===== config.mk =====
export PLATFORM = sky130hd
export DESIGN_NAME = spi_periph_top
export DESIGN_NICKNAME = d
export VERILOG_FILES = /design/src/hdl/spi_periph_pkg.sv /design/src/hdl/mux_spi.sv /design/src/hdl/spi_frame_ctrl.sv /design/src/hdl/spi_periph_top.sv /design/src/hdl/spi_reg_bank.sv /design/src/hdl/spi_shift.sv
export SDC_FILE = /design/constraint.sdc
export NUM_CORES = 1
export LEC_CHECK = 0
export BUFFER_PORTS_ARGS = -buffer_cell sky130_fd_sc_hd__clkbuf_2
export CORE_MARGIN = 2
export CORE_UTILIZATION = 38
export DETAILED_ROUTE_END_ITERATION = 7
export MAX_ROUTING_LAYER = met4
export PLACE_DENSITY = 0.52
export SLEW_MARGIN = 20
export SYNTH_ARGS = -nofsm -noshare
export SYNTH_HDL_FRONTEND = slang
export SYNTH_SLANG_ARGS = --single-unit

===== constraint.sdc =====
create_clock -name clk -period 4.53 [get_ports clk]
set_input_delay 0.2265 -clock clk [delete_from_list [all_inputs] [get_ports clk]]
set_output_delay 0.2265 -clock clk [all_outputs]
set_load 0.01 [all_outputs]

===== src/hdl/spi_periph_pkg.sv =====
package spi_periph_pkg;

  //////////////////////////////
  // widths

  typedef logic [6:0] reg_addr_t;   // 7 bit register address from the cmd byte
  typedef logic [7:0] reg_data_t;   // one spi byte, one register
  typedef logic [3:0] bit_cnt_t;    // bit position in a 16 bit frame

  //////////////////////////////
  // register map

  localparam reg_addr_t addr_spi_mux     = 7'd0;   // device select mask
  localparam reg_addr_t addr_cs_polarity = 7'd1;   // per device cs polarity
  localparam reg_addr_t addr_scratch     = 7'd2;   // free rw byte
  localparam reg_addr_t addr_id          = 7'd3;   // read only

  localparam reg_data_t id_value = 8'hA5;   // identity readback

  // frame controller states
  typedef enum logic [2:0] {
    idle,     // no frame
    cmd,      // shifting in the command byte
    rd_bus,   // wishbone read in flight
    data,     // second byte on the wire
    wr_bus,   // wishbone write in flight
    done      // wait for cs to go high
  } ctrl_state_t;

endpackage


===== src/hdl/mux_spi.sv =====
module mux_spi #(
  parameter int n_dev = 8
) (
  input  logic [n_dev-1:0] reg_spi_mux,   // which devices follow the mcu
  input  logic [n_dev-1:0] cs_polarity,   // 1 for active high strobe parts
  input  logic             cs2,           // pass-through select, active lo
  input  logic             clk,           // spi clock pin, not the system clock
  input  logic             mosi,
  input  logic             dout,          // hub's own shifter
  input  logic [n_dev-1:0] vec_miso,
  output logic [n_dev-1:0] vec_cs,
  output logic [n_dev-1:0] vec_clk,
  output logic [n_dev-1:0] vec_mosi,
  output logic             miso
);

  logic [n_dev-1:0] cs_active;

  //////////////////////////////
  // towards the devices

  assign cs_active = reg_spi_mux & {n_dev{~cs2}};   // selected and cs2 asserted

  // polarity flips the idle level, e.g. 4094 strobe idles low
  assign vec_cs = ~(cs_active ^ cs_polarity);

  assign vec_clk  = reg_spi_mux & {n_dev{clk}};    // mask only
  assign vec_mosi = reg_spi_mux & {n_dev{mosi}};

  //////////////////////////////
  // back to the mcu

  // cs2 high means the hub itself talks
  assign miso = cs2 ? dout : |(reg_spi_mux & vec_miso);

endmodule


===== src/hdl/spi_frame_ctrl.sv =====
module spi_frame_ctrl (
  input  logic                      clk,
  input  logic                      rst,
  input  logic                      bit_valid,
  input  logic                      frame_start,
  input  logic                      frame_abort,
  input  spi_periph_pkg::bit_cnt_t  bit_cnt,
  input  spi_periph_pkg::reg_data_t rx_byte,
  output logic                      load,
  output spi_periph_pkg::reg_data_t tx_byte,
  output logic                      wb_cyc,
  output logic                      wb_stb,
  output logic                      wb_we,
  output spi_periph_pkg::reg_addr_t wb_adr,
  output spi_periph_pkg::reg_data_t wb_dat_w,
  input  spi_periph_pkg::reg_data_t wb_dat_r,
  input  logic                      wb_ack
);

  localparam spi_periph_pkg::bit_cnt_t cmd_last  = 4'd7;    // last bit of byte 0
  localparam spi_periph_pkg::bit_cnt_t data_last = 4'd15;   // last bit of the frame

  spi_periph_pkg::ctrl_state_t state;
  logic bus_act;    // cyc and stb move together
  logic cmd_end;
  logic data_end;

  assign cmd_end  = bit_valid && (bit_cnt == cmd_last);
  assign data_end = bit_valid && (bit_cnt == data_last);

  assign wb_cyc = bus_act;
  assign wb_stb = bus_act;

  //////////////////////////////
  // fsm

  always_ff @(posedge clk) begin
    if (rst) begin
      state   <= spi_periph_pkg::idle;
      bus_act <= 1'b0;
      wb_we   <= 1'b0;
      load    <= 1'b0;
    end else begin
      load <= 1'b0;    // one cycle pulse
      if (frame_abort) begin
        // cs went high, drop everything
        state   <= spi_periph_pkg::idle;
        bus_act <= 1'b0;
      end else begin
        case (state)
          spi_periph_pkg::idle,
          spi_periph_pkg::done: begin
            if (frame_start)
              state <= spi_periph_pkg::cmd;
          end
          spi_periph_pkg::cmd: begin
            if (cmd_end) begin
              wb_we <= rx_byte[7];            // write flag
              if (rx_byte[7]) begin
                state <= spi_periph_pkg::data;  // wait for the data byte
              end else begin
                bus_act <= 1'b1;             // fetch now, before bit 8
                state   <= spi_periph_pkg::rd_bus;
              end
            end
          end
          spi_periph_pkg::rd_bus: begin
            if (wb_ack) begin
              bus_act <= 1'b0;
              load    <= 1'b1;               // into the shifter
              state   <= spi_periph_pkg::data;
            end
          end
          spi_periph_pkg::data: begin
            if (data_end) begin
              if (wb_we) begin
                bus_act <= 1'b1;
                state   <= spi_periph_pkg::wr_bus;
              end else begin
                state <= spi_periph_pkg::done;
              end
            end
          end
          spi_periph_pkg::wr_bus: begin
            if (wb_ack) begin
              bus_act <= 1'b0;
              state   <= spi_periph_pkg::done;
            end
          end
          default: state <= spi_periph_pkg::idle;
        endcase
      end
    end
  end

  //////////////////////////////
  // bus payload

  always_ff @(posedge clk) begin
    if (state == spi_periph_pkg::cmd && cmd_end)
      wb_adr <= rx_byte[6:0];
    if (state == spi_periph_pkg::data && data_end)
      wb_dat_w <= rx_byte;          // full second byte
    if (state == spi_periph_pkg::rd_bus && wb_ack)
      tx_byte <= wb_dat_r;          // goes out on bits 8..15
  end

endmodule


===== src/hdl/spi_periph_top.sv =====
module spi_periph_top #(
  parameter int n_dev = 8
) (
  input  logic             clk,
  input  logic             rst,
  // mcu side
  input  logic             spi_clk,
  input  logic             spi_cs,      // register frames
  input  logic             spi_cs2,     // pass-through
  input  logic             spi_mosi,
  output logic             spi_miso,
  // device side
  output logic [n_dev-1:0] vec_cs,
  output logic [n_dev-1:0] vec_clk,
  output logic [n_dev-1:0] vec_mosi,
  input  logic [n_dev-1:0] vec_miso
);

  // shifter <-> controller
  logic                      bit_valid;
  logic                      frame_start;
  logic                      frame_abort;
  spi_periph_pkg::bit_cnt_t  bit_cnt;
  spi_periph_pkg::reg_data_t rx_byte;
  logic                      load;
  spi_periph_pkg::reg_data_t tx_byte;
  logic                      dout;

  // internal wishbone
  logic                      wb_cyc;
  logic                      wb_stb;
  logic                      wb_we;
  spi_periph_pkg::reg_addr_t wb_adr;
  spi_periph_pkg::reg_data_t wb_dat_w;
  spi_periph_pkg::reg_data_t wb_dat_r;
  logic                      wb_ack;

  // register outputs to the router
  logic [n_dev-1:0] reg_spi_mux;
  logic [n_dev-1:0] cs_polarity;

  //////////////////////////////
  // spi frame side

  spi_shift i_shift (
    .clk         (clk),
    .rst         (rst),
    .spi_clk     (spi_clk),
    .spi_cs      (spi_cs),
    .spi_mosi    (spi_mosi),
    .load        (load),
    .tx_byte     (tx_byte),
    .bit_valid   (bit_valid),
    .frame_start (frame_start),
    .frame_abort (frame_abort),
    .bit_cnt     (bit_cnt),
    .rx_byte     (rx_byte),
    .dout        (dout)
  );

  spi_frame_ctrl i_ctrl (
    .clk         (clk),
    .rst         (rst),
    .bit_valid   (bit_valid),
    .frame_start (frame_start),
    .frame_abort (frame_abort),
    .bit_cnt     (bit_cnt),
    .rx_byte     (rx_byte),
    .load        (load),
    .tx_byte     (tx_byte),
    .wb_cyc      (wb_cyc),
    .wb_stb      (wb_stb),
    .wb_we       (wb_we),
    .wb_adr      (wb_adr),
    .wb_dat_w    (wb_dat_w),
    .wb_dat_r    (wb_dat_r),
    .wb_ack      (wb_ack)
  );

  //////////////////////////////
  // registers and routing

  spi_reg_bank #(
    .n_dev (n_dev)
  ) i_regs (
    .clk         (clk),
    .rst         (rst),
    .wb_cyc      (wb_cyc),
    .wb_stb      (wb_stb),
    .wb_we       (wb_we),
    .wb_adr      (wb_adr),
    .wb_dat_w    (wb_dat_w),
    .wb_dat_r    (wb_dat_r),
    .wb_ack      (wb_ack),
    .reg_spi_mux (reg_spi_mux),
    .cs_polarity (cs_polarity)
  );

  // raw pins, no sync on this path
  mux_spi #(
    .n_dev (n_dev)
  ) i_mux (
    .reg_spi_mux (reg_spi_mux),
    .cs_polarity (cs_polarity),
    .cs2         (spi_cs2),
    .clk         (spi_clk),
    .mosi        (spi_mosi),
    .dout        (dout),
    .vec_miso    (vec_miso),
    .vec_cs      (vec_cs),
    .vec_clk     (vec_clk),
    .vec_mosi    (vec_mosi),
    .miso        (spi_miso)
  );

endmodule


===== src/hdl/spi_reg_bank.sv =====
module spi_reg_bank #(
  parameter int n_dev = 8
) (
  input  logic                      clk,
  input  logic                      rst,
  input  logic                      wb_cyc,
  input  logic                      wb_stb,
  input  logic                      wb_we,
  input  spi_periph_pkg::reg_addr_t wb_adr,
  input  spi_periph_pkg::reg_data_t wb_dat_w,
  output spi_periph_pkg::reg_data_t wb_dat_r,
  output logic                      wb_ack,
  output logic [n_dev-1:0]          reg_spi_mux,
  output logic [n_dev-1:0]          cs_polarity
);

  logic [n_dev-1:0]          mux_q;       // device select mask
  logic [n_dev-1:0]          pol_q;       // cs polarity per device
  spi_periph_pkg::reg_data_t scratch_q;
  spi_periph_pkg::reg_data_t rd_data;
  logic                      bus_hit;

  // new request, not the ack cycle itself
  assign bus_hit = wb_cyc & wb_stb & ~wb_ack;

  //////////////////////////////
  // read mux

  always_comb begin
    case (wb_adr)
      spi_periph_pkg::addr_spi_mux:     rd_data = spi_periph_pkg::reg_data_t'(mux_q);
      spi_periph_pkg::addr_cs_polarity: rd_data = spi_periph_pkg::reg_data_t'(pol_q);
      spi_periph_pkg::addr_scratch:     rd_data = scratch_q;
      spi_periph_pkg::addr_id:          rd_data = spi_periph_pkg::id_value;
      default:                          rd_data = '0;   // unmapped
    endcase
  end

  //////////////////////////////
  // ack and writes

  always_ff @(posedge clk) begin
    if (rst) begin
      wb_ack    <= 1'b0;
      mux_q     <= '0;     // nothing selected, vec_cs all high
      pol_q     <= '0;
      scratch_q <= '0;
    end else begin
      wb_ack <= bus_hit;   // single cycle, always acks
      if (bus_hit && wb_we) begin
        case (wb_adr)
          spi_periph_pkg::addr_spi_mux:     mux_q     <= wb_dat_w[n_dev-1:0];
          spi_periph_pkg::addr_cs_polarity: pol_q     <= wb_dat_w[n_dev-1:0];
          spi_periph_pkg::addr_scratch:     scratch_q <= wb_dat_w;
          default: ;                      // id and unmapped ignore writes
        endcase
      end
    end
  end

  // read data lines up with ack
  always_ff @(posedge clk) begin
    if (bus_hit)
      wb_dat_r <= rd_data;
  end

  assign reg_spi_mux = mux_q;
  assign cs_polarity = pol_q;

endmodule


===== src/hdl/spi_shift.sv =====
module spi_shift (
  input  logic                      clk,
  input  logic                      rst,
  input  logic                      spi_clk,
  input  logic                      spi_cs,
  input  logic                      spi_mosi,
  input  logic                      load,
  input  spi_periph_pkg::reg_data_t tx_byte,
  output logic                      bit_valid,
  output logic                      frame_start,
  output logic                      frame_abort,
  output spi_periph_pkg::bit_cnt_t  bit_cnt,
  output spi_periph_pkg::reg_data_t rx_byte,
  output logic                      dout
);

  logic [1:0] sclk_sync;   // two flop synchronizers
  logic [1:0] cs_sync;
  logic [1:0] mosi_sync;
  logic       sclk_d;      // delayed copies for edge detect
  logic       cs_d;
  logic       sclk_rise;
  logic       cs_fall;
  logic       cs_rise;
  spi_periph_pkg::reg_data_t tx_sr;

  //////////////////////////////
  // pin sync and edges

  always_ff @(posedge clk) begin
    if (rst) begin
      sclk_sync <= '0;
      cs_sync   <= '1;    // cs idles high
      mosi_sync <= '0;
      sclk_d    <= 1'b0;
      cs_d      <= 1'b1;
    end else begin
      sclk_sync <= {sclk_sync[0], spi_clk};
      cs_sync   <= {cs_sync[0], spi_cs};
      mosi_sync <= {mosi_sync[0], spi_mosi};
      sclk_d    <= sclk_sync[1];
      cs_d      <= cs_sync[1];
    end
  end

  assign sclk_rise = sclk_sync[1] & ~sclk_d & ~cs_sync[1];   // only inside a frame
  assign cs_fall   = cs_d & ~cs_sync[1];
  assign cs_rise   = ~cs_d & cs_sync[1];

  //////////////////////////////
  // counter, shift registers

  always_ff @(posedge clk) begin
    if (rst) begin
      bit_valid   <= 1'b0;
      frame_start <= 1'b0;
      frame_abort <= 1'b0;
      bit_cnt     <= '1;
      tx_sr       <= '0;
    end else begin
      bit_valid   <= sclk_rise;
      frame_start <= cs_fall;
      frame_abort <= cs_rise;
      if (cs_fall)
        bit_cnt <= '1;                   // first rise wraps to 0
      else if (sclk_rise)
        bit_cnt <= bit_cnt + 4'd1;
      // clear at both ends so miso idles low
      if (cs_fall | cs_rise)
        tx_sr <= '0;
      else if (load)
        tx_sr <= tx_byte;                // preload for the second byte
      else if (sclk_rise)
        tx_sr <= {tx_sr[6:0], 1'b0};     // msb first
    end
  end

  // mosi into the receive byte
  always_ff @(posedge clk) begin
    if (sclk_rise)
      rx_byte <= {rx_byte[6:0], mosi_sync[1]};
  end

  assign dout = tx_sr[7];   // master samples on the next rise

endmodule


==> impl_metrics.py <==
metrics = {
    "synth": {
        "synthMuxAreaShare_pct": 11.53,
        "synth_area_leader_cell": "edfxtp_1",
        "async_flop_share_pct": 0,
        "syn_area_sq_um": 3886,
        "synth_commonest_cells": "dfxtp_1 (54), edfxtp_1 (39), mux2i_1 (38)",
        "synthFlopType": "dfxtp_1",
        "yosys.area_share.adder_pct": 0.9659,
        "ys_ff_latch": 93,
        "synth_top_family_by_area": "simple AND/OR/NAND/NOR gates",
        "synth.top_cell.area_share_pct": 30.14,
        "netlist_instances": 339,
        "synthTopCellsByArea": "edfxtp_1 (30%), dfxtp_1 (28%), mux2i_1 (9.8%), nand2b_1 (4.7%), and2_1 (3.9%)",
        "synth_cell_types": 35,
        "synth_simple_gate_area_share_pct": 20.15,
        "avgSynthCellArea_sq_um": 11.46,
        "ys_seq_area_share_pct": 57.95,
        "synth_compound_area_share_pct": 5.023,
        "synth.most_common_cell": "dfxtp_1",
        "yosys_warnings": 0,
        "syn-num-nets": 356,
        "synthXorXnorAreaFrac_pct": 2.704,
        "synth_edf_count": 39,
    },
    "clock_network": {
        "cts_tree": "built",
        "clk_pin_slew_ns": 0.10,
        "numCtsBuffers": 9,
        "cts_buffer_depth": 2,
        "cts-resized-gates": 0,
        "clock_latency_ns": 0.36,
        "cts.sinks": 93,
        "cts_root_buf": "clkbuf_8",
        "post_cts_buffers": 0,
        "cts_hold_buf": 0,
        "htree_levels": 3,
    },
    "floorplanning": {
        "core_sq_um": 9864,
        "fp-row-count": 36,
        "io_pins": 39,
        "die-area_sq_um": 11050,
        "die_width_microns": 105.1,
        "start_util_pct": 39.40,
        "die_h_microns": 105.1,
    },
    "worst_setup_path": {
        "cp.required_ns": 4.75,
        "rrSetupSlack_ns": 2.46,
        "end_kind": "register",
        "r2r-end": "i_regs.reg_spi_mux[7]$_SDFFE_PP0P_",
        "worstPathArrival_ns": 2.29,
        "rr_worst_depth": 4,
        "setup.worst_path.end": "i_regs.reg_spi_mux[7]$_SDFFE_PP0P_",
        "crit_path_start_kind": "register",
        "critPathMaxFanout": 8,
        "startpoint": "i_ctrl.wb_adr[2]$_DFFE_PP_",
        "worstSetupPathType": "reg -> reg",
        "regToRegStartpoint": "i_ctrl.wb_adr[2]$_DFFE_PP_",
    },
    "cells_and_area": {
        "syn_to_final_growth_pct": 13.94,
        "final_cells": 515,
        "drive_gt1_share_pct": 18.85,
        "final_util_pct": 44.89,
        "insertedDiodeCount": 0,
        "nets": 394,
    },
    "drt": {
        "vias": 2442,
        "postRouteAntennaNets": 0,
        "wl_per_cell_microns": 14.20,
        "first_iter_violations": 134,
        "vias_per_cell": 4.742,
        "drc": 0,
        "finalWirelength_microns": 7315,
        "dr.pass1.iters": 4,
    },
    "timing": {
        "period_minus_slack_ns": 2.066,
        "whs_ns": 0.05656,
        "clock.fmax_ghz": 0.4840,
        "worst_clock_skew_ns": 0.01473,
        "rsz0062_at_grt": "no",
        "finalHoldViolCount": 0,
        "timing.final.crit_share_pct": 45.61,
        "setup_violations": 0,
        "slew_headroom_pct": 39.74,
        "worst_slew_pin_slew_ns": 0.8965,
        "finalSetupTns_ns": 0,
        "finalMaxSlewViolations": 0,
    },
    "global_routing": {
        "first_global_vias": 2328,
        "grt_pass1_wl_microns": 12000,
        "grt_max_degree": 50,
        "grt_usage_pct": 14.32,
        "grt-ovfl-total": 0,
        "grt_antenna_before_repair": 0,
    },
    "pwr": {
        "leakage_uw": 0.001645,
        "total_power_uw": 1434,
        "max-vdd-ir-drop_mv": 0.1231,
        "p_per_area_nw_per_um2": 324.0,
    },
    "place": {
        "gp_congestion": 0.6976,
        "dp_hpwl_microns": 5222,
        "port_buffers": 38,
        "placed_cells": 499,
    },
    "min_path": {
        "hold_start": "spi_cs",
        "worstHoldPathType": "in -> reg",
    },
    "run_status": {
        "status": "finished, final reports clean",
    },
    "job": {
        "drv_cap": 0,
    },
}
metal layers:
layer  vias up  GRT usage [%]  share of wire, %  wire length [microns]
li1       1257              -                 -                      -
met4         0          3.714              0.75                     55
met2        33          21.80                46                   3356
met3         6          3.681               2.8                    203
met1      1146          19.10                51                   3700
met5         -              -                 0                      0
metrics by stage:
| step | cell area, sq um | worst slack [ns] |
|---|---|---|
| final | 4428 | 2.464 |
| after global routing | 4428 | 2.304 |
| after CTS | 4423 | 2.430 |
| after detailed placement | 4228 | 2.456 |
| after global placement | 4207 | 2.245 |
| after floorplan | 3886 | 2.664 |
where the power goes:
part | total [uW] | switching (uW) | internal, uW
Sequential | 874 | 3.52 | 870
Combinational | 32.0 | 18.1 | 13.9
Clock | 529 | 315 | 213
Total | 1430 | 337 | 1100
area by class of cell:
cell class                      count  area [sq um]
Tap cell                          133         166.4
Fill cell                         945          5436
Clock inverter                      7         71.32
Sequential cell                    93          2252
Inverter                            4         15.01
Multi-Input combinational cell    229          1587
Timing Repair Buffer               40         212.7
Clock buffer                        9         123.9
cell usage in the layout, fill, tap and decap left out, drive strengths merged, types with 9 or more instances in the layout:
| cell type | count |
|---|---|
| mux2i | 38 |
| clkbuf | 47 |
| and2 | 24 |
| o21ai | 10 |
| nand2b | 29 |
| nor2b | 20 |
| nor2 | 24 |
| dfxtp | 54 |
| a21oi | 9 |
| edfxtp | 39 |
| nand2 | 16 |
| xnor2 | 11 |
registers in the layout (all words and copies together) (netlist names), 2 cells and up:
signal,count
i_shift.bit_cnt,4
i_regs.cs_polarity,8
i_regs.scratch_q,8
i_shift.sclk_sync,2
i_regs.reg_spi_mux,8
i_regs.wb_dat_r,8
i_shift.cs_sync,2
i_shift.rx_byte,8
i_shift.mosi_sync,2
i_ctrl.wb_dat_w,8
i_ctrl.wb_adr,7
i_ctrl.state,3
i_shift.tx_sr,8
i_ctrl.tx_byte,8
cells by family after synthesis:
kind of cell / Yosys count
simple gates: 137
flops: 93
mux: 44
compound gates: 33
buf+inv: 17
xor+xnor: 12
fa+ha+maj: 3
how the worst min path moves through the flow:
stage	endpoint	slack (ns)	depth (start not counted)
6_report	i_shift.cs_sync[0]$_SDFF_PP1_	0.06	2
4_1_cts	i_shift.cs_sync[0]$_SDFF_PP1_	0.04	2
5_1_grt	i_shift.cs_sync[0]$_SDFF_PP1_	0.05	2
3_3_place_gp	i_shift.rx_byte[0]$_DFFE_PP_	0.39	0
3_5_place_dp	i_shift.rx_byte[0]$_DFFE_PP_	0.39	0
2_1_floorplan	i_shift.cs_sync[0]$_SDFF_PP1_	0.33	1
worst max-delay path: stages, from the launching register on:
cell	delay, ns
edfxtp_1	0.39
or4_4	0.58
nor4_1	0.33
nand2b_1	0.43
mux2i_1	0.22
Power figures use the tool's default switching activity.
